<file path="src/cpuCtrlPkg.sv">
package cpuCtrlPkg;

	typedef logic [31:0] instrT;  // Full instruction word
	typedef logic [4:0] opcodeT;
	typedef logic [2:0] stepT;    // Execute step counter

	localparam int OPC_MSB = 31;
	localparam int OPC_LSB = 27;

	// Opcode field encodings
	localparam opcodeT OPC_LD      = 5'b00000;
	localparam opcodeT OPC_LDI     = 5'b00001;
	localparam opcodeT OPC_ST      = 5'b00010;
	localparam opcodeT OPC_ADD     = 5'b00011;
	localparam opcodeT OPC_SUB     = 5'b00100;
	localparam opcodeT OPC_AND     = 5'b00101;
	localparam opcodeT OPC_OR      = 5'b00110;
	localparam opcodeT OPC_SHR     = 5'b00111;
	localparam opcodeT OPC_SHRA    = 5'b01000;
	localparam opcodeT OPC_SHL     = 5'b01001;
	localparam opcodeT OPC_ROR     = 5'b01010;
	localparam opcodeT OPC_ROL     = 5'b01011;
	localparam opcodeT OPC_ADDI    = 5'b01100;
	localparam opcodeT OPC_ANDI    = 5'b01101;
	localparam opcodeT OPC_ORI     = 5'b01110;
	localparam opcodeT OPC_MUL     = 5'b01111;
	localparam opcodeT OPC_DIV     = 5'b10000;
	localparam opcodeT OPC_NEG     = 5'b10001;
	localparam opcodeT OPC_NOT     = 5'b10010;
	localparam opcodeT OPC_BR      = 5'b10011;
	localparam opcodeT OPC_JR      = 5'b10100;
	localparam opcodeT OPC_JAL     = 5'b10101;
	localparam opcodeT OPC_RESTART = 5'b11010;
	localparam opcodeT OPC_HALT    = 5'b11011;

	typedef enum logic [2:0] {
		phIdle, phFetch0, phFetch1, phFetch2, phExecute, phHalted
	} phaseE;

	typedef enum logic [3:0] {
		clsAluReg, clsAluImm, clsLoadImm, clsMul, clsDiv, clsUnary, clsBranch,
		clsLoad, clsStore, clsJumpReg, clsJumpLink, clsRestart, clsHalt, clsIllegal
	} instrClassE;

	typedef enum logic [3:0] {
		aluNone, aluAdd, aluSub, aluAnd, aluOr, aluShr, aluShra, aluShl,
		aluRor, aluRol, aluMul, aluDiv, aluNeg, aluNot, aluBranch
	} aluOpE;

	// Final execute step of each class
	localparam stepT LAST_STEP_ALU_REG   = 3'd2;
	localparam stepT LAST_STEP_ALU_IMM   = 3'd2;
	localparam stepT LAST_STEP_LOAD_IMM  = 3'd2;
	localparam stepT LAST_STEP_JUMP_LINK = 3'd2;
	localparam stepT LAST_STEP_MUL       = 3'd3;
	localparam stepT LAST_STEP_DIV       = 3'd4;
	localparam stepT LAST_STEP_UNARY     = 3'd1;
	localparam stepT LAST_STEP_BRANCH    = 3'd3;
	localparam stepT LAST_STEP_LOAD      = 3'd4;
	localparam stepT LAST_STEP_STORE     = 3'd4;
	localparam stepT LAST_STEP_JUMP_REG  = 3'd0;

	localparam stepT DIV_WAIT_STEP = 3'd1;  // Divide holds here for divDone

endpackage

</file>
<file path="src/ctrlStepIf.sv">
interface ctrlStepIf;

	cpuCtrlPkg::instrClassE iClass;  // Decoded instruction class
	cpuCtrlPkg::aluOpE aluOp;        // Operation fixed by opcode
	cpuCtrlPkg::phaseE phase;
	cpuCtrlPkg::stepT step;          // Valid in execute only

	modport decoder (
		output iClass,
		output aluOp
	);

	modport sequencer (
		input iClass,
		output phase,
		output step
	);

	modport generator (
		input iClass,
		input aluOp,
		input phase,
		input step
	);

endinterface

</file>
<file path="src/opcodeDecoder.sv">
module opcodeDecoder (
	input cpuCtrlPkg::instrT ir,
	ctrlStepIf.decoder stepIf
);

	cpuCtrlPkg::opcodeT opcode;

	assign opcode = ir[cpuCtrlPkg::OPC_MSB:cpuCtrlPkg::OPC_LSB];

	always_comb begin
		case (opcode)
			cpuCtrlPkg::OPC_ADD, cpuCtrlPkg::OPC_SUB, cpuCtrlPkg::OPC_AND,
			cpuCtrlPkg::OPC_OR, cpuCtrlPkg::OPC_SHR, cpuCtrlPkg::OPC_SHRA,
			cpuCtrlPkg::OPC_SHL, cpuCtrlPkg::OPC_ROR,
			cpuCtrlPkg::OPC_ROL: stepIf.iClass = cpuCtrlPkg::clsAluReg;
			cpuCtrlPkg::OPC_ADDI, cpuCtrlPkg::OPC_ANDI,
			cpuCtrlPkg::OPC_ORI: stepIf.iClass = cpuCtrlPkg::clsAluImm;
			cpuCtrlPkg::OPC_LDI: stepIf.iClass = cpuCtrlPkg::clsLoadImm;
			cpuCtrlPkg::OPC_MUL: stepIf.iClass = cpuCtrlPkg::clsMul;
			cpuCtrlPkg::OPC_DIV: stepIf.iClass = cpuCtrlPkg::clsDiv;
			cpuCtrlPkg::OPC_NEG, cpuCtrlPkg::OPC_NOT: stepIf.iClass = cpuCtrlPkg::clsUnary;
			cpuCtrlPkg::OPC_BR: stepIf.iClass = cpuCtrlPkg::clsBranch;
			cpuCtrlPkg::OPC_LD: stepIf.iClass = cpuCtrlPkg::clsLoad;
			cpuCtrlPkg::OPC_ST: stepIf.iClass = cpuCtrlPkg::clsStore;
			cpuCtrlPkg::OPC_JR: stepIf.iClass = cpuCtrlPkg::clsJumpReg;
			cpuCtrlPkg::OPC_JAL: stepIf.iClass = cpuCtrlPkg::clsJumpLink;
			cpuCtrlPkg::OPC_RESTART: stepIf.iClass = cpuCtrlPkg::clsRestart;
			cpuCtrlPkg::OPC_HALT: stepIf.iClass = cpuCtrlPkg::clsHalt;
			default: stepIf.iClass = cpuCtrlPkg::clsIllegal;  // Unused codes stop the CPU
		endcase
	end

	// Address arithmetic of ld, st and ldi goes through the adder too
	always_comb begin
		case (opcode)
			cpuCtrlPkg::OPC_ADD, cpuCtrlPkg::OPC_ADDI, cpuCtrlPkg::OPC_LD,
			cpuCtrlPkg::OPC_LDI, cpuCtrlPkg::OPC_ST: stepIf.aluOp = cpuCtrlPkg::aluAdd;
			cpuCtrlPkg::OPC_SUB: stepIf.aluOp = cpuCtrlPkg::aluSub;
			cpuCtrlPkg::OPC_AND, cpuCtrlPkg::OPC_ANDI: stepIf.aluOp = cpuCtrlPkg::aluAnd;
			cpuCtrlPkg::OPC_OR, cpuCtrlPkg::OPC_ORI: stepIf.aluOp = cpuCtrlPkg::aluOr;
			cpuCtrlPkg::OPC_SHR: stepIf.aluOp = cpuCtrlPkg::aluShr;
			cpuCtrlPkg::OPC_SHRA: stepIf.aluOp = cpuCtrlPkg::aluShra;
			cpuCtrlPkg::OPC_SHL: stepIf.aluOp = cpuCtrlPkg::aluShl;
			cpuCtrlPkg::OPC_ROR: stepIf.aluOp = cpuCtrlPkg::aluRor;
			cpuCtrlPkg::OPC_ROL: stepIf.aluOp = cpuCtrlPkg::aluRol;
			cpuCtrlPkg::OPC_MUL: stepIf.aluOp = cpuCtrlPkg::aluMul;
			cpuCtrlPkg::OPC_DIV: stepIf.aluOp = cpuCtrlPkg::aluDiv;
			cpuCtrlPkg::OPC_NEG: stepIf.aluOp = cpuCtrlPkg::aluNeg;
			cpuCtrlPkg::OPC_NOT: stepIf.aluOp = cpuCtrlPkg::aluNot;
			cpuCtrlPkg::OPC_BR: stepIf.aluOp = cpuCtrlPkg::aluBranch;
			default: stepIf.aluOp = cpuCtrlPkg::aluNone;  // No ALU use
		endcase
	end

endmodule

</file>
<file path="src/stepSequencer.sv">
module stepSequencer (
	input logic clk,
	input logic rstN,
	input logic stop,
	input logic divDone,
	ctrlStepIf.sequencer stepIf
);

	cpuCtrlPkg::phaseE phaseQ;
	cpuCtrlPkg::phaseE phaseD;
	cpuCtrlPkg::stepT stepQ;
	cpuCtrlPkg::stepT stepD;
	cpuCtrlPkg::stepT lastStep;
	logic divWait;
	logic stopClass;

	always_comb begin
		case (stepIf.iClass)
			cpuCtrlPkg::clsAluReg: lastStep = cpuCtrlPkg::LAST_STEP_ALU_REG;
			cpuCtrlPkg::clsAluImm: lastStep = cpuCtrlPkg::LAST_STEP_ALU_IMM;
			cpuCtrlPkg::clsLoadImm: lastStep = cpuCtrlPkg::LAST_STEP_LOAD_IMM;
			cpuCtrlPkg::clsMul: lastStep = cpuCtrlPkg::LAST_STEP_MUL;
			cpuCtrlPkg::clsDiv: lastStep = cpuCtrlPkg::LAST_STEP_DIV;
			cpuCtrlPkg::clsUnary: lastStep = cpuCtrlPkg::LAST_STEP_UNARY;
			cpuCtrlPkg::clsBranch: lastStep = cpuCtrlPkg::LAST_STEP_BRANCH;
			cpuCtrlPkg::clsLoad: lastStep = cpuCtrlPkg::LAST_STEP_LOAD;
			cpuCtrlPkg::clsStore: lastStep = cpuCtrlPkg::LAST_STEP_STORE;
			cpuCtrlPkg::clsJumpReg: lastStep = cpuCtrlPkg::LAST_STEP_JUMP_REG;
			cpuCtrlPkg::clsJumpLink: lastStep = cpuCtrlPkg::LAST_STEP_JUMP_LINK;
			default: lastStep = 3'd0;  // Restart, halt and illegal leave in step 0
		endcase
	end

	assign divWait = (stepIf.iClass == cpuCtrlPkg::clsDiv) &&
		(stepQ == cpuCtrlPkg::DIV_WAIT_STEP) && !divDone;
	assign stopClass = (stepIf.iClass == cpuCtrlPkg::clsHalt) ||
		(stepIf.iClass == cpuCtrlPkg::clsIllegal);

	always_comb begin
		phaseD = phaseQ;
		stepD = stepQ;
		case (phaseQ)
			cpuCtrlPkg::phIdle: phaseD = cpuCtrlPkg::phFetch0;
			cpuCtrlPkg::phFetch0: phaseD = cpuCtrlPkg::phFetch1;
			cpuCtrlPkg::phFetch1: phaseD = cpuCtrlPkg::phFetch2;
			cpuCtrlPkg::phFetch2: begin
				phaseD = cpuCtrlPkg::phExecute;
				stepD = 3'd0;
			end
			cpuCtrlPkg::phExecute: begin
				if (stepQ == 3'd0 && stepIf.iClass == cpuCtrlPkg::clsRestart) begin
					phaseD = cpuCtrlPkg::phIdle;  // Back to fetch, no work done
				end else if (stepQ == 3'd0 && stopClass) begin
					phaseD = cpuCtrlPkg::phHalted;
				end else if (divWait) begin
					stepD = stepQ;  // Divider still busy
				end else if (stepQ == lastStep) begin
					phaseD = cpuCtrlPkg::phIdle;
					stepD = 3'd0;
				end else begin
					stepD = stepQ + 3'd1;
				end
			end
			cpuCtrlPkg::phHalted: phaseD = cpuCtrlPkg::phHalted;  // Only reset leaves
			default: phaseD = cpuCtrlPkg::phIdle;
		endcase
		if (stop) begin
			phaseD = cpuCtrlPkg::phHalted;
		end
	end

	always_ff @(posedge clk) begin
		if (!rstN) begin
			phaseQ <= cpuCtrlPkg::phIdle;
			stepQ <= 3'd0;
		end else begin
			phaseQ <= phaseD;
			stepQ <= stepD;
		end
	end

	assign stepIf.phase = phaseQ;
	assign stepIf.step = stepQ;

endmodule

</file>
<file path="src/controlWordGen.sv">
module controlWordGen (
	ctrlStepIf.generator stepIf,
	output logic pcToBus,
	output logic mdrToBus,
	output logic zHighToBus,
	output logic zLowToBus,
	output logic baToBus,
	output logic immToBus,
	output logic regToBus,
	output logic pcLoad,
	output logic marLoad,
	output logic mdrLoad,
	output logic irLoad,
	output logic yLoad,
	output logic zLoad,
	output logic hiLoad,
	output logic loLoad,
	output logic regLoad,
	output logic r15Load,
	output logic conLoad,
	output logic memRead,
	output logic memWrite,
	output logic incPc,
	output logic divClear,
	output logic selA,
	output logic selB,
	output logic selC,
	output logic run,
	output cpuCtrlPkg::aluOpE aluOp
);

	logic isLoadImm;
	logic isAluReg;
	logic isStore;

	assign isLoadImm = (stepIf.iClass == cpuCtrlPkg::clsLoadImm);
	assign isAluReg = (stepIf.iClass == cpuCtrlPkg::clsAluReg);
	assign isStore = (stepIf.iClass == cpuCtrlPkg::clsStore);

	always_comb begin
		pcToBus = 1'b0;
		mdrToBus = 1'b0;
		zHighToBus = 1'b0;
		zLowToBus = 1'b0;
		baToBus = 1'b0;
		immToBus = 1'b0;
		regToBus = 1'b0;
		pcLoad = 1'b0;
		marLoad = 1'b0;
		mdrLoad = 1'b0;
		irLoad = 1'b0;
		yLoad = 1'b0;
		zLoad = 1'b0;
		hiLoad = 1'b0;
		loLoad = 1'b0;
		regLoad = 1'b0;
		r15Load = 1'b0;
		conLoad = 1'b0;
		memRead = 1'b0;
		memWrite = 1'b0;
		incPc = 1'b0;
		divClear = 1'b0;
		selA = 1'b0;
		selB = 1'b0;
		selC = 1'b0;
		run = (stepIf.phase != cpuCtrlPkg::phHalted);
		case (stepIf.phase)
			cpuCtrlPkg::phFetch0: begin
				pcToBus = 1'b1;  // PC to MAR
				marLoad = 1'b1;
			end
			cpuCtrlPkg::phFetch1: begin
				memRead = 1'b1;
				mdrLoad = 1'b1;
				incPc = 1'b1;
			end
			cpuCtrlPkg::phFetch2: begin
				mdrToBus = 1'b1;  // Instruction into IR
				irLoad = 1'b1;
			end
			cpuCtrlPkg::phExecute: begin
				case (stepIf.iClass)
					cpuCtrlPkg::clsAluReg, cpuCtrlPkg::clsAluImm,
					cpuCtrlPkg::clsLoadImm: begin
						case (stepIf.step)
							3'd0: begin
								selB = 1'b1;
								baToBus = isLoadImm;  // ldi treats r0 as zero
								regToBus = !isLoadImm;
								yLoad = 1'b1;
							end
							3'd1: begin
								selC = isAluReg;
								regToBus = isAluReg;
								immToBus = !isAluReg;  // Sign-extended constant
								zLoad = 1'b1;
							end
							3'd2: begin
								zLowToBus = 1'b1;
								selA = 1'b1;
								regLoad = 1'b1;
							end
							default: ;
						endcase
					end
					cpuCtrlPkg::clsMul: begin
						case (stepIf.step)
							3'd0: begin
								selA = 1'b1;
								regToBus = 1'b1;
								yLoad = 1'b1;
							end
							3'd1: begin
								selB = 1'b1;
								regToBus = 1'b1;
								zLoad = 1'b1;
							end
							3'd2: begin
								zLowToBus = 1'b1;
								loLoad = 1'b1;
							end
							3'd3: begin
								zHighToBus = 1'b1;
								hiLoad = 1'b1;
							end
							default: ;
						endcase
					end
					cpuCtrlPkg::clsDiv: begin
						case (stepIf.step)
							3'd0: begin
								selA = 1'b1;
								regToBus = 1'b1;
								yLoad = 1'b1;
							end
							3'd1, 3'd2: begin
								selB = 1'b1;  // Divisor held while the divider runs
								regToBus = 1'b1;
								zLoad = (stepIf.step == 3'd2);
							end
							3'd3: begin
								divClear = 1'b1;
								zLowToBus = 1'b1;
								loLoad = 1'b1;
							end
							3'd4: begin
								zHighToBus = 1'b1;
								hiLoad = 1'b1;
							end
							default: ;
						endcase
					end
					cpuCtrlPkg::clsUnary: begin
						selB = (stepIf.step == 3'd0);
						regToBus = selB;
						zLoad = selB;
						selA = (stepIf.step == 3'd1);
						zLowToBus = selA;
						regLoad = selA;
					end
					cpuCtrlPkg::clsBranch: begin
						case (stepIf.step)
							3'd0: begin
								selA = 1'b1;
								regToBus = 1'b1;
								conLoad = 1'b1;  // Evaluate condition on Ra
							end
							3'd1: begin
								pcToBus = 1'b1;
								yLoad = 1'b1;
							end
							3'd2: begin
								immToBus = 1'b1;
								zLoad = 1'b1;
							end
							3'd3: begin
								zLowToBus = 1'b1;
								pcLoad = 1'b1;
							end
							default: ;
						endcase
					end
					cpuCtrlPkg::clsLoad, cpuCtrlPkg::clsStore: begin
						case (stepIf.step)
							3'd0: begin
								selB = 1'b1;
								baToBus = 1'b1;
								yLoad = 1'b1;
							end
							3'd1: begin
								immToBus = 1'b1;
								zLoad = 1'b1;  // Effective address
							end
							3'd2: begin
								zLowToBus = 1'b1;
								marLoad = 1'b1;
							end
							3'd3: begin
								memRead = !isStore;
								mdrLoad = 1'b1;
								selA = isStore;  // Store data from Ra
								baToBus = isStore;
							end
							3'd4: begin
								mdrToBus = 1'b1;
								memWrite = isStore;
								selA = !isStore;
								regLoad = !isStore;
							end
							default: ;
						endcase
					end
					cpuCtrlPkg::clsJumpReg: begin
						selA = 1'b1;
						regToBus = 1'b1;
						pcLoad = 1'b1;
					end
					cpuCtrlPkg::clsJumpLink: begin
						incPc = (stepIf.step == 3'd0);
						r15Load = (stepIf.step == 3'd1);  // Return address to r15
						pcToBus = r15Load;
						selA = (stepIf.step == 3'd2);
						regToBus = selA;
						pcLoad = selA;
					end
					default: ;  // Restart, halt and illegal do nothing here
				endcase
			end
			default: ;
		endcase
		aluOp = zLoad ? stepIf.aluOp : cpuCtrlPkg::aluNone;
	end

endmodule

</file>
<file path="src/cpuControl.sv">
module cpuControl (
	input logic clk,
	input logic rstN,
	input logic stop,
	input logic divDone,
	input cpuCtrlPkg::instrT ir,
	output logic pcToBus,
	output logic mdrToBus,
	output logic zHighToBus,
	output logic zLowToBus,
	output logic baToBus,
	output logic immToBus,
	output logic regToBus,
	output logic pcLoad,
	output logic marLoad,
	output logic mdrLoad,
	output logic irLoad,
	output logic yLoad,
	output logic zLoad,
	output logic hiLoad,
	output logic loLoad,
	output logic regLoad,
	output logic r15Load,
	output logic conLoad,
	output logic memRead,
	output logic memWrite,
	output logic incPc,
	output logic divClear,
	output logic selA,
	output logic selB,
	output logic selC,
	output logic run,
	output cpuCtrlPkg::aluOpE aluOp
);

	ctrlStepIf stepIf ();  // Class, operation, phase and step

	opcodeDecoder uDecoder (
		.ir(ir),
		.stepIf(stepIf)
	);

	stepSequencer uSequencer (
		.clk(clk),
		.rstN(rstN),
		.stop(stop),
		.divDone(divDone),
		.stepIf(stepIf)
	);

	// Strobe outputs match the generator's port names
	controlWordGen uGenerator (
		.stepIf(stepIf),
		.*
	);

endmodule

</file>
<file path="config.mk">
export PLATFORM = sky130hd
export DESIGN_NAME = cpuControl
export DESIGN_NICKNAME = d
export VERILOG_FILES = /design/src/cpuCtrlPkg.sv /design/src/ctrlStepIf.sv /design/src/opcodeDecoder.sv /design/src/stepSequencer.sv /design/src/controlWordGen.sv /design/src/cpuControl.sv
export SDC_FILE = /design/constraint.sdc
export NUM_CORES = 1
export LEC_CHECK = 0
export ABC_AREA = 1
export BUFFER_PORTS_ARGS = -buffer_cell sky130_fd_sc_hd__buf_2
export CAP_MARGIN = 20
export CORE_AREA = 2 2 60 62
export DETAILED_ROUTE_END_ITERATION = 8
export DIE_AREA = 0 0 62 64
export GPL_TIMING_DRIVEN = 0
export PLACE_DENSITY = 0.8
export SLEW_MARGIN = 20
export SYNTH_ARGS = -nofsm -noshare
export SYNTH_HDL_FRONTEND = slang
export SYNTH_HIERARCHICAL = 1
export SYNTH_SLANG_ARGS = --single-unit
</file>
<file path="constraint.sdc">
create_clock -name clk -period 2.5 [get_ports clk]
set_input_delay 0.125 -clock clk [delete_from_list [all_inputs] [get_ports clk]]
set_output_delay 0.125 -clock clk [all_outputs]
set_load 0.05 [all_outputs]
</file>
* Yosys cells after proc, flatten, opt, wreduce, memory -nomap -nowiden *
Memories as Yosys holds them, arrays and structs flattened.
Index checks and enable logic that the tools add are counted.

storage, ports and cells
  memories kept = 3
  bits of input ports = 36
  register bits after elaboration = 6
  logic and storage cells = 143
  bits in read-only memories = 304

cells by class
  $add $sub $neg = 1
  bitwise operators = 1
  equality and inequality tests = 31
  reductions and logical operators = 27
  mux-type cells = 77

memory list
  memory            words  bits a word  read ports  clocked after Yosys merged registers in  wr ports  line                 source
  (name not given)  32     4            1           0                                        0         opcodeDecoder.sv:35  case (opcode)
  (name not given)  32     4            1           0                                        0         opcodeDecoder.sv:11  case (opcode)
  (name not given)  16     3            1           0                                        0         stepSequencer.sv:18  case (stepIf.iClass)

operators by type and width
  cell                                            count
  2-to-1 mux 1 bit                                43
  case mux 1 bit (2 select lines)                 14
  2-to-1 mux 3 bit                                9
  == test 4 bit (second input constant)           6
  case mux 3 bit (6 select lines)                 1
  == test 4 x 3 -> 1 bit (second input constant)  4
  == test 3 x 2 -> 1 bit (second input constant)  4
  case mux 1 bit (3 select lines)                 4
  != test 5 bit (second input constant)           2
  OR reduction 2 bit                              5
  == test 3 bit (second input constant)           3
  OR reduction 3 bit                              3
  == test 4 x 2 -> 1 bit (second input constant)  2
  != test 4 bit (second input constant)           2
  case mux 1 bit (4 select lines)                 2
  case mux 1 bit (7 select lines)                 1
  OR reduction 7 bit                              1
  == test 3 x 1 -> 1 bit (second input constant)  2
  logical NOT 3 bit                               2
  != test 2 bit (second input constant)           3
  case mux 1 bit (6 select lines)                 1
  case mux 3 bit (2 select lines)                 1
  OR reduction 6 bit                              1
  OR reduction 5 bit                              1
  other kinds (13)                                20

* Depth between registers and ports, before layout *
Gate-level depths: netlist of run 1.
An unclocked memory read counts as a cell.

  depth after elaboration = 9
  depth in mapped cells = 21
  mapped depth without buffers = 21

* Cells and area by module *
The synthesis of run 1 kept the hierarchy.

modules (own cells, without submodules)
  module          cells each  area an instance (um^2)  sequential area each (um^2)  instances
  controlWordGen  141         625.6                    0.0                          1
  stepSequencer   100         591.8                    120.1                        1
  opcodeDecoder   67          372.9                    0.0                          1

* Least setup slack after synthesis of run 1 *
No wires, ideal clock.

  path kind = input to output
  start point = in ir[27]
  end point = out memRead
  data arrival time = 2.654 ns
  stages on the path = 8
  slack = -0.279 ns
  path buffers = 0
  path through = inv_1 > ha_1 > nand3_1 > a21oi_1 > nand2_1 > nor2_4 > nor2_4 > o31ai_1

on the way
  cells in the longest elaborated chain, start to end = 6
  elaborated cells between the ends (all ways) = 8
  those cells by class = eq/ne (2); mux (3); reduce/logical (2); memory (1)

ends and longest elaborated chain
  element                            line                                        source
  start, declared                    cpuControl.sv:6                             input cpuCtrlPkg::instrT ir,
  memory read (32 x 4 bit) *         --
  net stepIf.iClass[3]               ctrlStepIf.sv:3                             cpuCtrlPkg::instrClassE iClass;
  == test 4 bit                      controlWordGen.sv:38, controlWordGen.sv:82
  logical NOT 1 bit                  controlWordGen.sv:199                       memRead = !isStore;
  2-to-1 mux 1 bit                   controlWordGen.sv:184                       case (stepIf.step)
  2-to-1 mux 1 bit *                 controlWordGen.sv:82                        case (stepIf.iClass)
  case mux 1 bit (2 select lines) *  controlWordGen.sv:67                        case (stepIf.phase)
  end, declared                      cpuControl.sv:25                            output logic memRead,

Mark *: on every way through the listed nets, which the timed path passes. The rest lies on a longest branch.

* Final worst setup path of run 1 *
  start point = in ir[28]
  end point = out aluOp[0]

on the way
  cells in the longest elaborated chain, start to end = 6
  elaborated cells between the ends (all ways) = 15
  those cells by class = eq/ne (8); mux (3); reduce/logical (2); memory (2)

ends and longest elaborated chain
  element                                         line                   source
  memory read (32 x 4 bit) *                      --
  net stepIf.iClass[0]                            ctrlStepIf.sv:3
  == test 4 x 1 -> 1 bit (tied with other cells)  controlWordGen.sv:82
  OR reduction 6 bit (no line)                    --
  case mux 1 bit (4 select lines) *               controlWordGen.sv:82
  2-to-1 mux 1 bit *                              controlWordGen.sv:67
  2-to-1 mux 4 bit *                              controlWordGen.sv:231  aluOp = zLoad ? stepIf.aluOp : cpuCtrlPkg::aluNone;
  end, declared                                   cpuControl.sv:33       output cpuCtrlPkg::aluOpE aluOp

Marked as above.

==> results of run 1 <==
[where the power goes]
part           internal [µW]  switching (µW)
clock                   54.0            31.4
sequential               104            15.8
combinational            124             279
[cells by family after synthesis]
| group | Yosys count |
|---|---|
| flip-flops | 6 |
| buffers and inverters | 52 |
| AND/OR/NAND/NOR | 210 |
| XOR/XNOR | 1 |
| AO/OA/AOI/OAI | 24 |
| adder cells (fa/ha/maj) | 15 |
[sequential cells by signal, summed over array words and instances, names as in the netlist]
| signal | cells |
|---|---|
| uSequencer/stepIf.phase | 3 |
| uSequencer/stepIf.step | 3 |
[layer usage]
layer / up-vias / wire length, µm / part of all wire / GRT usage
li1: 1067 / - / - / -
met1: 850 / 1950 / 0.48 / 0.289
met2: 47 / 1930 / 0.47 / 0.327
met3: 6 / 155 / 0.038 / 0.0324
met4: 0 / 55 / 0.013 / 0.0399
met5: - / 0 / 0 / 0
[area by class of cell]
cell class / count / area [µm²] / share of cell area
Multi-Input combinational cell: 250 / 1330 / 0.658
Timing Repair Buffer: 45 / 278 / 0.138
Inverter: 49 / 188 / 0.0932
Sequential cell: 6 / 120 / 0.0596
Tap cell: 46 / 57.6 / 0.0286
Clock buffer: 3 / 22.5 / 0.0112
Buffer: 3 / 22.5 / 0.0112
[cell usage after synthesis]
| master | number | area [µm²] |
|---|---|---|
| sky130_fd_sc_hd__or2_1 | 2 | 12.5 |
| sky130_fd_sc_hd__buf_6 | 1 | 11.3 |
| sky130_fd_sc_hd__nand4_1 | 5 | 31.3 |
| sky130_fd_sc_hd__clkinv_1 | 1 | 3.75 |
| sky130_fd_sc_hd__and2_1 | 2 | 12.5 |
| sky130_fd_sc_hd__nor3_1 | 5 | 25.0 |
| sky130_fd_sc_hd__ha_1 | 15 | 188 |
| sky130_fd_sc_hd__clkbuf_1 | 1 | 3.75 |
| sky130_fd_sc_hd__nor2b_1 | 1 | 6.26 |
| sky130_fd_sc_hd__a31oi_1 | 1 | 6.26 |
| sky130_fd_sc_hd__o21ai_0 | 6 | 30.0 |
| sky130_fd_sc_hd__o211ai_1 | 2 | 15.0 |
| sky130_fd_sc_hd__nor2_1 | 38 | 143 |
| sky130_fd_sc_hd__o21bai_1 | 1 | 7.51 |
| sky130_fd_sc_hd__nand3_1 | 35 | 175 |
| sky130_fd_sc_hd__o221ai_1 | 1 | 8.76 |
| sky130_fd_sc_hd__o22ai_1 | 3 | 18.8 |
| sky130_fd_sc_hd__nor2_4 | 2 | 22.5 |
| sky130_fd_sc_hd__dfxtp_1 | 6 | 120 |
| sky130_fd_sc_hd__o31ai_1 | 2 | 15.0 |
| sky130_fd_sc_hd__o21ai_2 | 2 | 17.5 |
| sky130_fd_sc_hd__o21ai_1 | 1 | 5.00 |
| sky130_fd_sc_hd__nand2_2 | 9 | 56.3 |
| sky130_fd_sc_hd__nand2_1 | 104 | 390 |
| sky130_fd_sc_hd__inv_2 | 3 | 11.3 |
| sky130_fd_sc_hd__inv_1 | 45 | 169 |
| sky130_fd_sc_hd__buf_4 | 1 | 7.51 |
| sky130_fd_sc_hd__nor2_2 | 7 | 43.8 |
| sky130_fd_sc_hd__xor2_1 | 1 | 8.76 |
| sky130_fd_sc_hd__a21oi_1 | 5 | 25.0 |
[timing repair]
| action | 4_1_cts | 5_1_grt |
|---|---|---|
| buffers inserted | 0 | 7 |
| endpoints found under the setup margin | 16 | 24 |
| pin swaps | 0 | 3 |
| hold buffers | 0 | 0 |
| resized for setup | 2 | 30 |
[layout by cell type, fill, tap and decap left out]
cell type                    count
sky130_fd_sc_hd__a21oi_1         4
sky130_fd_sc_hd__a21oi_4         1
sky130_fd_sc_hd__a31oi_1         1
sky130_fd_sc_hd__and2_1          2
sky130_fd_sc_hd__buf_2          30
sky130_fd_sc_hd__buf_4          10
sky130_fd_sc_hd__buf_6           5
sky130_fd_sc_hd__clkbuf_1        1
sky130_fd_sc_hd__clkbuf_4        5
sky130_fd_sc_hd__clkinv_1        1
sky130_fd_sc_hd__clkinvlp_4      1
sky130_fd_sc_hd__dfxtp_1         6
sky130_fd_sc_hd__ha_1           15
sky130_fd_sc_hd__inv_1          43
sky130_fd_sc_hd__inv_2           4
sky130_fd_sc_hd__nand2_1       102
sky130_fd_sc_hd__nand2_2         9
sky130_fd_sc_hd__nand2_4         2
sky130_fd_sc_hd__nand3_1        34
sky130_fd_sc_hd__nand3_2         1
sky130_fd_sc_hd__nand4_1         5
sky130_fd_sc_hd__nor2_1         32
sky130_fd_sc_hd__nor2_2         13
sky130_fd_sc_hd__nor2_4          2
sky130_fd_sc_hd__nor2b_1         1
sky130_fd_sc_hd__nor3_1          5
sky130_fd_sc_hd__o211ai_1        2
sky130_fd_sc_hd__o21ai_0         6
sky130_fd_sc_hd__o21ai_1         1
sky130_fd_sc_hd__o21ai_2         2
sky130_fd_sc_hd__o21bai_1        1
sky130_fd_sc_hd__o221ai_1        1
sky130_fd_sc_hd__o22ai_1         2
sky130_fd_sc_hd__o22ai_2         1
sky130_fd_sc_hd__o31ai_2         2
sky130_fd_sc_hd__or2_1           2
sky130_fd_sc_hd__xor2_1          1
[worst max-delay path, stage by stage]
cell and delay [ns]:
sky130_fd_sc_hd__buf_4 0.15, sky130_fd_sc_hd__clkinvlp_4 0.16, sky130_fd_sc_hd__ha_1 0.30, sky130_fd_sc_hd__inv_1 0.08
sky130_fd_sc_hd__nand2_1 0.05, sky130_fd_sc_hd__nand3_1 0.06, sky130_fd_sc_hd__nand2_1 0.06, sky130_fd_sc_hd__nand2_1 0.10
sky130_fd_sc_hd__nand2_4 0.10, sky130_fd_sc_hd__inv_2 0.09, sky130_fd_sc_hd__nand2_2 0.08, sky130_fd_sc_hd__nor2_4 0.17
sky130_fd_sc_hd__nor2_4 0.08, sky130_fd_sc_hd__nand2_2 0.07, sky130_fd_sc_hd__nand2_1 0.06, sky130_fd_sc_hd__nand2_1 0.11
sky130_fd_sc_hd__nand2_4 0.08, sky130_fd_sc_hd__nor2_2 0.12, sky130_fd_sc_hd__buf_6 0.17
[worst max path at each step]
stage	start	end	slack (ns)	cells after the start
after CTS	ir[28]	aluOp[2]	0.005	19
after detailed placement	ir[27]	aluOp[1]	-0.24	14
after floorplan	ir[27]	marLoad	-0.20	8
after global placement	ir[27]	aluOp[3]	-0.24	14
final	ir[28]	aluOp[0]	0.17	19
after global routing	ir[28]	aluOp[0]	-0.02	19
[per-stage QoR]
stage	utilization	worst slack (ns)	setup TNS [ns]	area, µm²
2_1_floorplan	-	-0.205	-0.409	1610
3_3_place_gp	0.565	-0.243	-2.21	1850
3_5_place_dp	0.565	-0.237	-2.11	1850
4_1_cts	0.573	0.00518	0	1880
5_1_grt	0.613	-0.0220	-0.0220	2010
6_report	0.613	0.166	0	2010
==> results.md, run 1 <==
- Status: complete, no violations
- IO Port Bufs: 38
- Worst endpoint data arrival time: 2.21 ns
- Power density normalized to cell area: 302 nW/µm²
- Final cycle utilization of the critical path: 0.933
- Worst reg2reg path endpoint: uSequencer/stepIf.step[0]
- Nature of the critical path startpoint: primary input
- Share of cells above drive strength 1: 0.247
- Maximum ir drop on the vdd rail: 0.000112 V
- Syn_area_per_cell: 5.16 µm²
- Clock buffer depth: 2
- Post-route minimum period: 2.33 ns
- Number of buffers inserted during clock tree synthesis: 3
- Layout overhead on the synthesized area: 26.7%
- Worst R2R Path Depth: 11
- Largest clock skew in the final design: 0.00284 ns
- Slew headroom: 0.722
- Count of antenna-violating nets left after detailed routing: 0
- Number of slew-limit violations in the final report: 0
- Post-layout power: 608 µW
- Worst-path fanout max: 9
- Number of H-tree branching levels: 1
- Antenna diodes: 0
- Overall die width: 62 µm
- Post-detailed-placement half-perimeter wirelength: 3.19 mm
- Fraction of the mapped netlist area in adder cells: 0.118
- Number of global-route vias before repair: 1569
- Worst Hold Slack: 0.110 ns
- Critical path capture point type: output port
- Total gr overflow: 0
- Std-Cell Core Area: 3280 µm²
- Worst Hold Path EP: uSequencer/stepIf.phase[0]
- Clock-pin slew of the registers on the worst-case setup and hold paths: 0.04 ns
- Drc violations: 0
- Wire length of the first global-routing pass: 6.57 mm
- Category of the most critical setup path: in2out
- Critical R2R Launch: uSequencer/stepIf.step[1]
- Clock latency of the later-clocked register in the worst-skew pair: 0.24 ns
- TritonCTS clock tree: built
- Post-Synthesis Net Count: 359
- Maximum number of pins on one net before global-route repair: 11
- Layout net count: 409
- Post-synthesis share of cell area spent on and, or, nand and nor gates: 0.577
- Number of top-level pins: 66
- Number of unique standard cell types used by synthesis: 30
- Finished Layout Cells: 402
- Largest family of logic cells by synthesized area: simple AND/OR/NAND/NOR gates
- Post-synthesis mux area share: 0
- Register-to-Register Setup Slack: 0.79 ns
- Number of maximum-capacitance constraint violations: 0
- Placer Congestion: 0.942
- Source of the worst hold timing path: stop
- Post-Place Cells: 392
- Synthesis Warnings: 6
- Clock root buffer master: sky130_fd_sc_hd__clkbuf_4
- Core Rows: 21
- Final setup violation count: 0
- Xor/xnor share of the synthesized area: 0.00551
- Synth Cell Area: 1590 µm²
- Via total after detailed routing: 1970
- Starting density of the core: 0.484
- Vias/cell: 4.90
- Clock sink total: 6
- Number of optimization iterations in the first detailed-route pass: 5
- Detailed router's first-iteration violation count: 98
- Final Hold Violating Endpoints: 0
- Data required time of the worst path: 2.38 ns
- Routed length per instance: 10.2 µm
- Count of state elements after synthesis: 6
- DIE AREA: 3970 µm²
- Initial antenna violation count: 0
- Fraction of the mapped netlist area in compound gates: 0.0936
- Tightest Pin Transition: 0.417 ns
- Fill cell total of the finished layout: 330
- Hold path cells: 3
- Total detailed-routing wirelength: 4.10 mm
- All-Layer GR Usage: 0.206
- Cell count after synthesis: 308
- Height of the die: 64 µm
- Kind of path behind the tightest hold check: in2reg
- Upper clock frequency limit: 429 MHz
- Register area share after synthesis: 0.0755
- Static Leak: 0.00116 µW
(Power assumes the default switching activity.)
==> inputs of run 2 (changes only) <==
--- a/config.mk
+++ b/config.mk
@@ -5,14 +5,13 @@
 export SDC_FILE = /design/constraint.sdc
 export NUM_CORES = 1
 export LEC_CHECK = 0
-export ABC_AREA = 1
 export BUFFER_PORTS_ARGS = -buffer_cell sky130_fd_sc_hd__buf_2
 export CAP_MARGIN = 20
-export CORE_AREA = 2 2 60 62
+export CORE_AREA = 2 2 64 66
 export DETAILED_ROUTE_END_ITERATION = 8
-export DIE_AREA = 0 0 62 64
+export DIE_AREA = 0 0 66 68
 export GPL_TIMING_DRIVEN = 0
-export PLACE_DENSITY = 0.8
+export PLACE_DENSITY = 0.79
 export SLEW_MARGIN = 20
 export SYNTH_ARGS = -nofsm -noshare
 export SYNTH_HDL_FRONTEND = slang
==> results.md, run 2 <==
- Nature of the critical path startpoint: primary input (unchanged)
- Metal-1 WL: 2.37 mm (was 1.95 mm)
- Clock latency of the later-clocked register in the worst-skew pair: 0.23 ns (was 0.24 ns)
- Post-Place Cells: 340 (was 392)
- Largest area contributor in the synthesized netlist: sky130_fd_sc_hd__ha_1 (was sky130_fd_sc_hd__nand2_1)
- Power density normalized to cell area: 291 nW/µm² (was 302 nW/µm²)
- Vias/cell: 5.90 (was 4.90)
- Layout net count: 356 (was 409)
- Fraction of the mapped netlist area in compound gates: 0.339 (was 0.0936)
- Status: complete, no violations (unchanged)
- Post-synthesis mux area share: 0.0271 (was 0)
- Register area share after synthesis: 0.0650 (was 0.0755)
- Total gr overflow: 0 (unchanged)
- Via total after detailed routing: 2083 (was 1970)
- Post-CTS Hold Buffers: 0 (unchanged)
- Xor/xnor share of the synthesized area: 0.0237 (was 0.00551)
- Fraction of synthesized cell area taken by the top area cell type: 0.102 (was 0.245)
- Register-to-Register Setup Slack: 0.51 ns (was 0.79 ns)
- Final Hold Violating Endpoints: 0 (unchanged)
- Wire length of the first global-routing pass: 8.51 mm (was 6.57 mm)
- Crit path largest cell delay: 0.41 ns (was 0.30 ns)
- Tightest Pin Transition: 0.482 ns (was 0.417 ns)
- Met2 wire length: 2.60 mm (was 1.93 mm)
- Post-Synthesis Net Count: 305 (was 359)
- Utilization after layout: 0.666 (was 0.613)
- Post-detailed-placement half-perimeter wirelength: 3.62 mm (was 3.19 mm)
- Number of top-level pins: 66 (unchanged)
- IO Port Bufs: 36 (was 38)
- Number of global-route vias before repair: 1813 (was 1569)
- Post-route minimum period: 2.41 ns (was 2.33 ns)
- Finished Layout Cells: 353 (was 402)
- Number of unique standard cell types used by synthesis: 69 (was 30)
- Most frequent cells in the layout: sky130_fd_sc_hd__buf_2, sky130_fd_sc_hd__nor2_1, sky130_fd_sc_hd__buf_4 (was sky130_fd_sc_hd__nand2_1, sky130_fd_sc_hd__inv_1, sky130_fd_sc_hd__nand3_1)
- Post-synth ARST share: 0 (unchanged)
- Antenna diodes: 0 (unchanged)
- Number of slew-limit violations in the final report: 0 (unchanged)
- Final instance area: 2570 µm² (was 2010 µm²)
- Data required time of the worst path: 2.38 ns (about the same)
- Slowest stage cell on the critical path: sky130_fd_sc_hd__a311oi_1 (was sky130_fd_sc_hd__ha_1)
- Worst-path fanout max: 8 (was 9)
- DIE AREA: 4490 µm² (was 3970 µm²)
- Clock buffer depth: 2 (unchanged)
- Cell repeated most along the worst path: sky130_fd_sc_hd__buf_6 (was sky130_fd_sc_hd__nand2_1)
- Clock-pin slew of the registers on the worst-case setup and hold paths: 0.04 ns (about the same)
- Upper clock frequency limit: 415 MHz (was 429 MHz)
- Cell count after synthesis: 254 (was 308)
- Core Rows: 23 (was 21)
- Routed length per instance: 14.9 µm (was 10.2 µm)
- Maximum ir drop on the vdd rail: 0.000199 V (was 0.000112 V)
- Starting density of the core: 0.479 (was 0.484)
- Final cycle utilization of the critical path: 0.963 (was 0.933)
- EDFF count, synth: 0 (unchanged)
- Number of maximum-capacitance constraint violations: 0 (unchanged)
- Maximum number of pins on one net before global-route repair: 13 (was 11)
- Overall die width: 66 µm (was 62 µm)
- Height of the die: 68 µm (was 64 µm)
- Number of buffers inserted during clock tree synthesis: 3 (unchanged)
- Post-layout power: 747 µW (was 608 µW)
- Length of routed met3 wiring: 250 µm (was 155 µm)
- Most common cell after layout, fill and taps aside: sky130_fd_sc_hd__buf_2 (was sky130_fd_sc_hd__nand2_1)
- Post-synth top flop: sky130_fd_sc_hd__dfxtp_1 (unchanged)
- Largest family of logic cells by synthesized area: simple AND/OR/NAND/NOR gates (unchanged)
- Clock sink total: 6 (unchanged)
- Critical path capture point type: output port (unchanged)
- Largest clock skew in the final design: 0.00822 ns (was 0.00284 ns)
- Category of the most critical setup path: in2out (unchanged)
- Final setup violation count: 0 (unchanged)
- Synthesis Warnings: 6 (unchanged)
- Layout overhead on the synthesized area: 39.1% (was 26.7%)
- Placer Congestion: 0.859 (was 0.942)
- Fraction of the mapped netlist area in adder cells: 0.102 (was 0.118)
- All-Layer GR Usage: 0.233 (was 0.206)
- Share of cells above drive strength 1: 0.413 (was 0.247)
- Number of H-tree branching levels: 1 (unchanged)
- Syn_area_per_cell: 7.27 µm² (was 5.16 µm²)
- Count of antenna-violating nets left after detailed routing: 0 (unchanged)
- Cells taking the most area after synthesis: sky130_fd_sc_hd__ha_1, sky130_fd_sc_hd__dfxtp_1, sky130_fd_sc_hd__nor2_1, sky130_fd_sc_hd__a21oi_1, sky130_fd_sc_hd__nand2b_1 (was sky130_fd_sc_hd__nand2_1, sky130_fd_sc_hd__ha_1, sky130_fd_sc_hd__nand3_1, sky130_fd_sc_hd__inv_1, sky130_fd_sc_hd__nor2_1)
- Detailed router's first-iteration violation count: 168 (was 98)
- Total detailed-routing wirelength: 5.25 mm (was 4.10 mm)
- Std-Cell Core Area: 3860 µm² (was 3280 µm²)
- Worst Hold Slack: 0.0958 ns (was 0.110 ns)
- Clock root buffer master: sky130_fd_sc_hd__clkbuf_8 (was sky130_fd_sc_hd__clkbuf_4)
- TritonCTS clock tree: built (unchanged)
- Drc violations: 0 (unchanged)
- Count of state elements after synthesis: 6 (unchanged)
- Number of optimization iterations in the first detailed-route pass: 4 (was 5)
- Synth Cell Area: 1850 µm² (was 1590 µm²)
- Kind of path behind the tightest hold check: in2reg (unchanged)
- Static Leak: 0.00109 µW (was 0.00116 µW)
- List of cells traversed by the critical path: buf_4 -> ha_1 -> a311oi_1 -> a21oi_4 -> or2_1 -> buf_6 -> o22ai_2 -> a22oi_2 -> buf_12 -> nor3b_4 -> buf_6 (was buf_4 -> clkinvlp_4 -> ha_1 -> inv_1 -> nand2_1 -> nand3_1 -> nand2_1 -> nand2_1 -> nand2_4 -> inv_2 -> nand2_2 -> nor2_4 -> nor2_4 -> nand2_2 -> nand2_1 -> nand2_1 -> nand2_4 -> nor2_2 -> buf_6)
- Post-placement cell area: 2240 µm² (was 1850 µm²)
- Top routing layer used: met4 (unchanged)
- Cell with the most instances after synthesis: sky130_fd_sc_hd__nor2_1 (was sky130_fd_sc_hd__nand2_1)
- Initial antenna violation count: 0 (unchanged)
- Slew headroom: 0.676 (was 0.722)
- Unrepaired setup endpoints after global routing: no
- Ranking of synthesized cells by instance count: sky130_fd_sc_hd__nor2_1, sky130_fd_sc_hd__nand2_1, sky130_fd_sc_hd__a21oi_1, sky130_fd_sc_hd__ha_1, sky130_fd_sc_hd__inv_1 (was sky130_fd_sc_hd__nand2_1, sky130_fd_sc_hd__inv_1, sky130_fd_sc_hd__nor2_1, sky130_fd_sc_hd__nand3_1, sky130_fd_sc_hd__ha_1)
- Worst endpoint data arrival time: 2.28 ns (was 2.21 ns)
- Post-synthesis share of cell area spent on and, or, nand and nor gates: 0.345 (was 0.577)
run 2: changes by cell type after synthesis, sizes merged, moves of 12 or more:
| cell | before | now |
|---|---|---|
| buf | 2 | 16 |
| nand2b | 0 | 12 |
| inv | 48 | 16 |
| nand2 | 113 | 17 |
| nand3 | 35 | 4 |
| nor2 | 47 | 25 |
| a21oi | 5 | 18 |
run 2: cell type report:
| class | instances | area (µm²) |
|---|---|---|
| plain buffers | 18 | 139 |
| clock buffers | 3 | 41.3 |
| fillers | 328 | 1290 |
| inverters | 16 | 62.6 |
| multi-input cells | 214 | 1820 |
| flip-flops and latches | 6 | 120 |
| well taps | 50 | 62.6 |
| repair buffers | 46 | 320 |
run 2: through the flow:
stage                     setup TNS [ns]  setup WS (ns)
final                                  0         0.0924
after global routing                   0        0.00630
after CTS                              0         0.0129
after detailed placement           -8.69         -0.531
after global placement             -7.13         -0.449
after floorplan                        0        0.00440
run 2: worst paths after layout:
path | end | cells after the start | startpoint
worst max-delay path | aluOp[1] | 11 | ir[27]
worst min-delay path | uSequencer/stepIf.phase[1] | 2 | stop
worst max register to register | uSequencer/stepIf.step[2] | 7 | uSequencer/stepIf.step[0]
worst min register to register | uSequencer/stepIf.step[1] | 2 | uSequencer/stepIf.step[1]
run 2: cell families after synthesis:
family                     count (synthesis)
and+or+nand+nor                          106
AOI/OAI and AO/OA                         83
buffers and inverters                     34
muxes                                      5
DFF                                        6
adders and majority gates                 15
xor gates and xnor gates                   5
run 2: worst max-delay path, delay by kind of cell:
| kind | cells | cell delay (ns) |
|---|---|---|
| compound gates | 4 | 0.79 |
| buf+inv | 4 | 0.67 |
| simple gates | 2 | 0.46 |
| fa+ha+maj | 1 | 0.23 |
run 2: power breakdown:
| part | switching [µW] | internal [µW] |
|---|---|---|
| clock network | 44.8 | 104 |
| logic | 293 | 194 |
| registers | 11.0 | 101 |
run 2: timing repair:
item,CTS,global route
buffers inserted,5,5
pin swaps,6,6
endpoints found under the hold margin,0,0
setup endpoints to repair,29,20
resized for setup,33,22
run 2: per-layer routing:
| layer | vias to the layer above | track usage |
|---|---|---|
| li1 | 1041 | - |
| met1 | 964 | 0.315 |
| met2 | 72 | 0.391 |
| met3 | 6 | 0.0345 |
| met4 | 0 | 0.0536 |
| met5 | - | 0 |
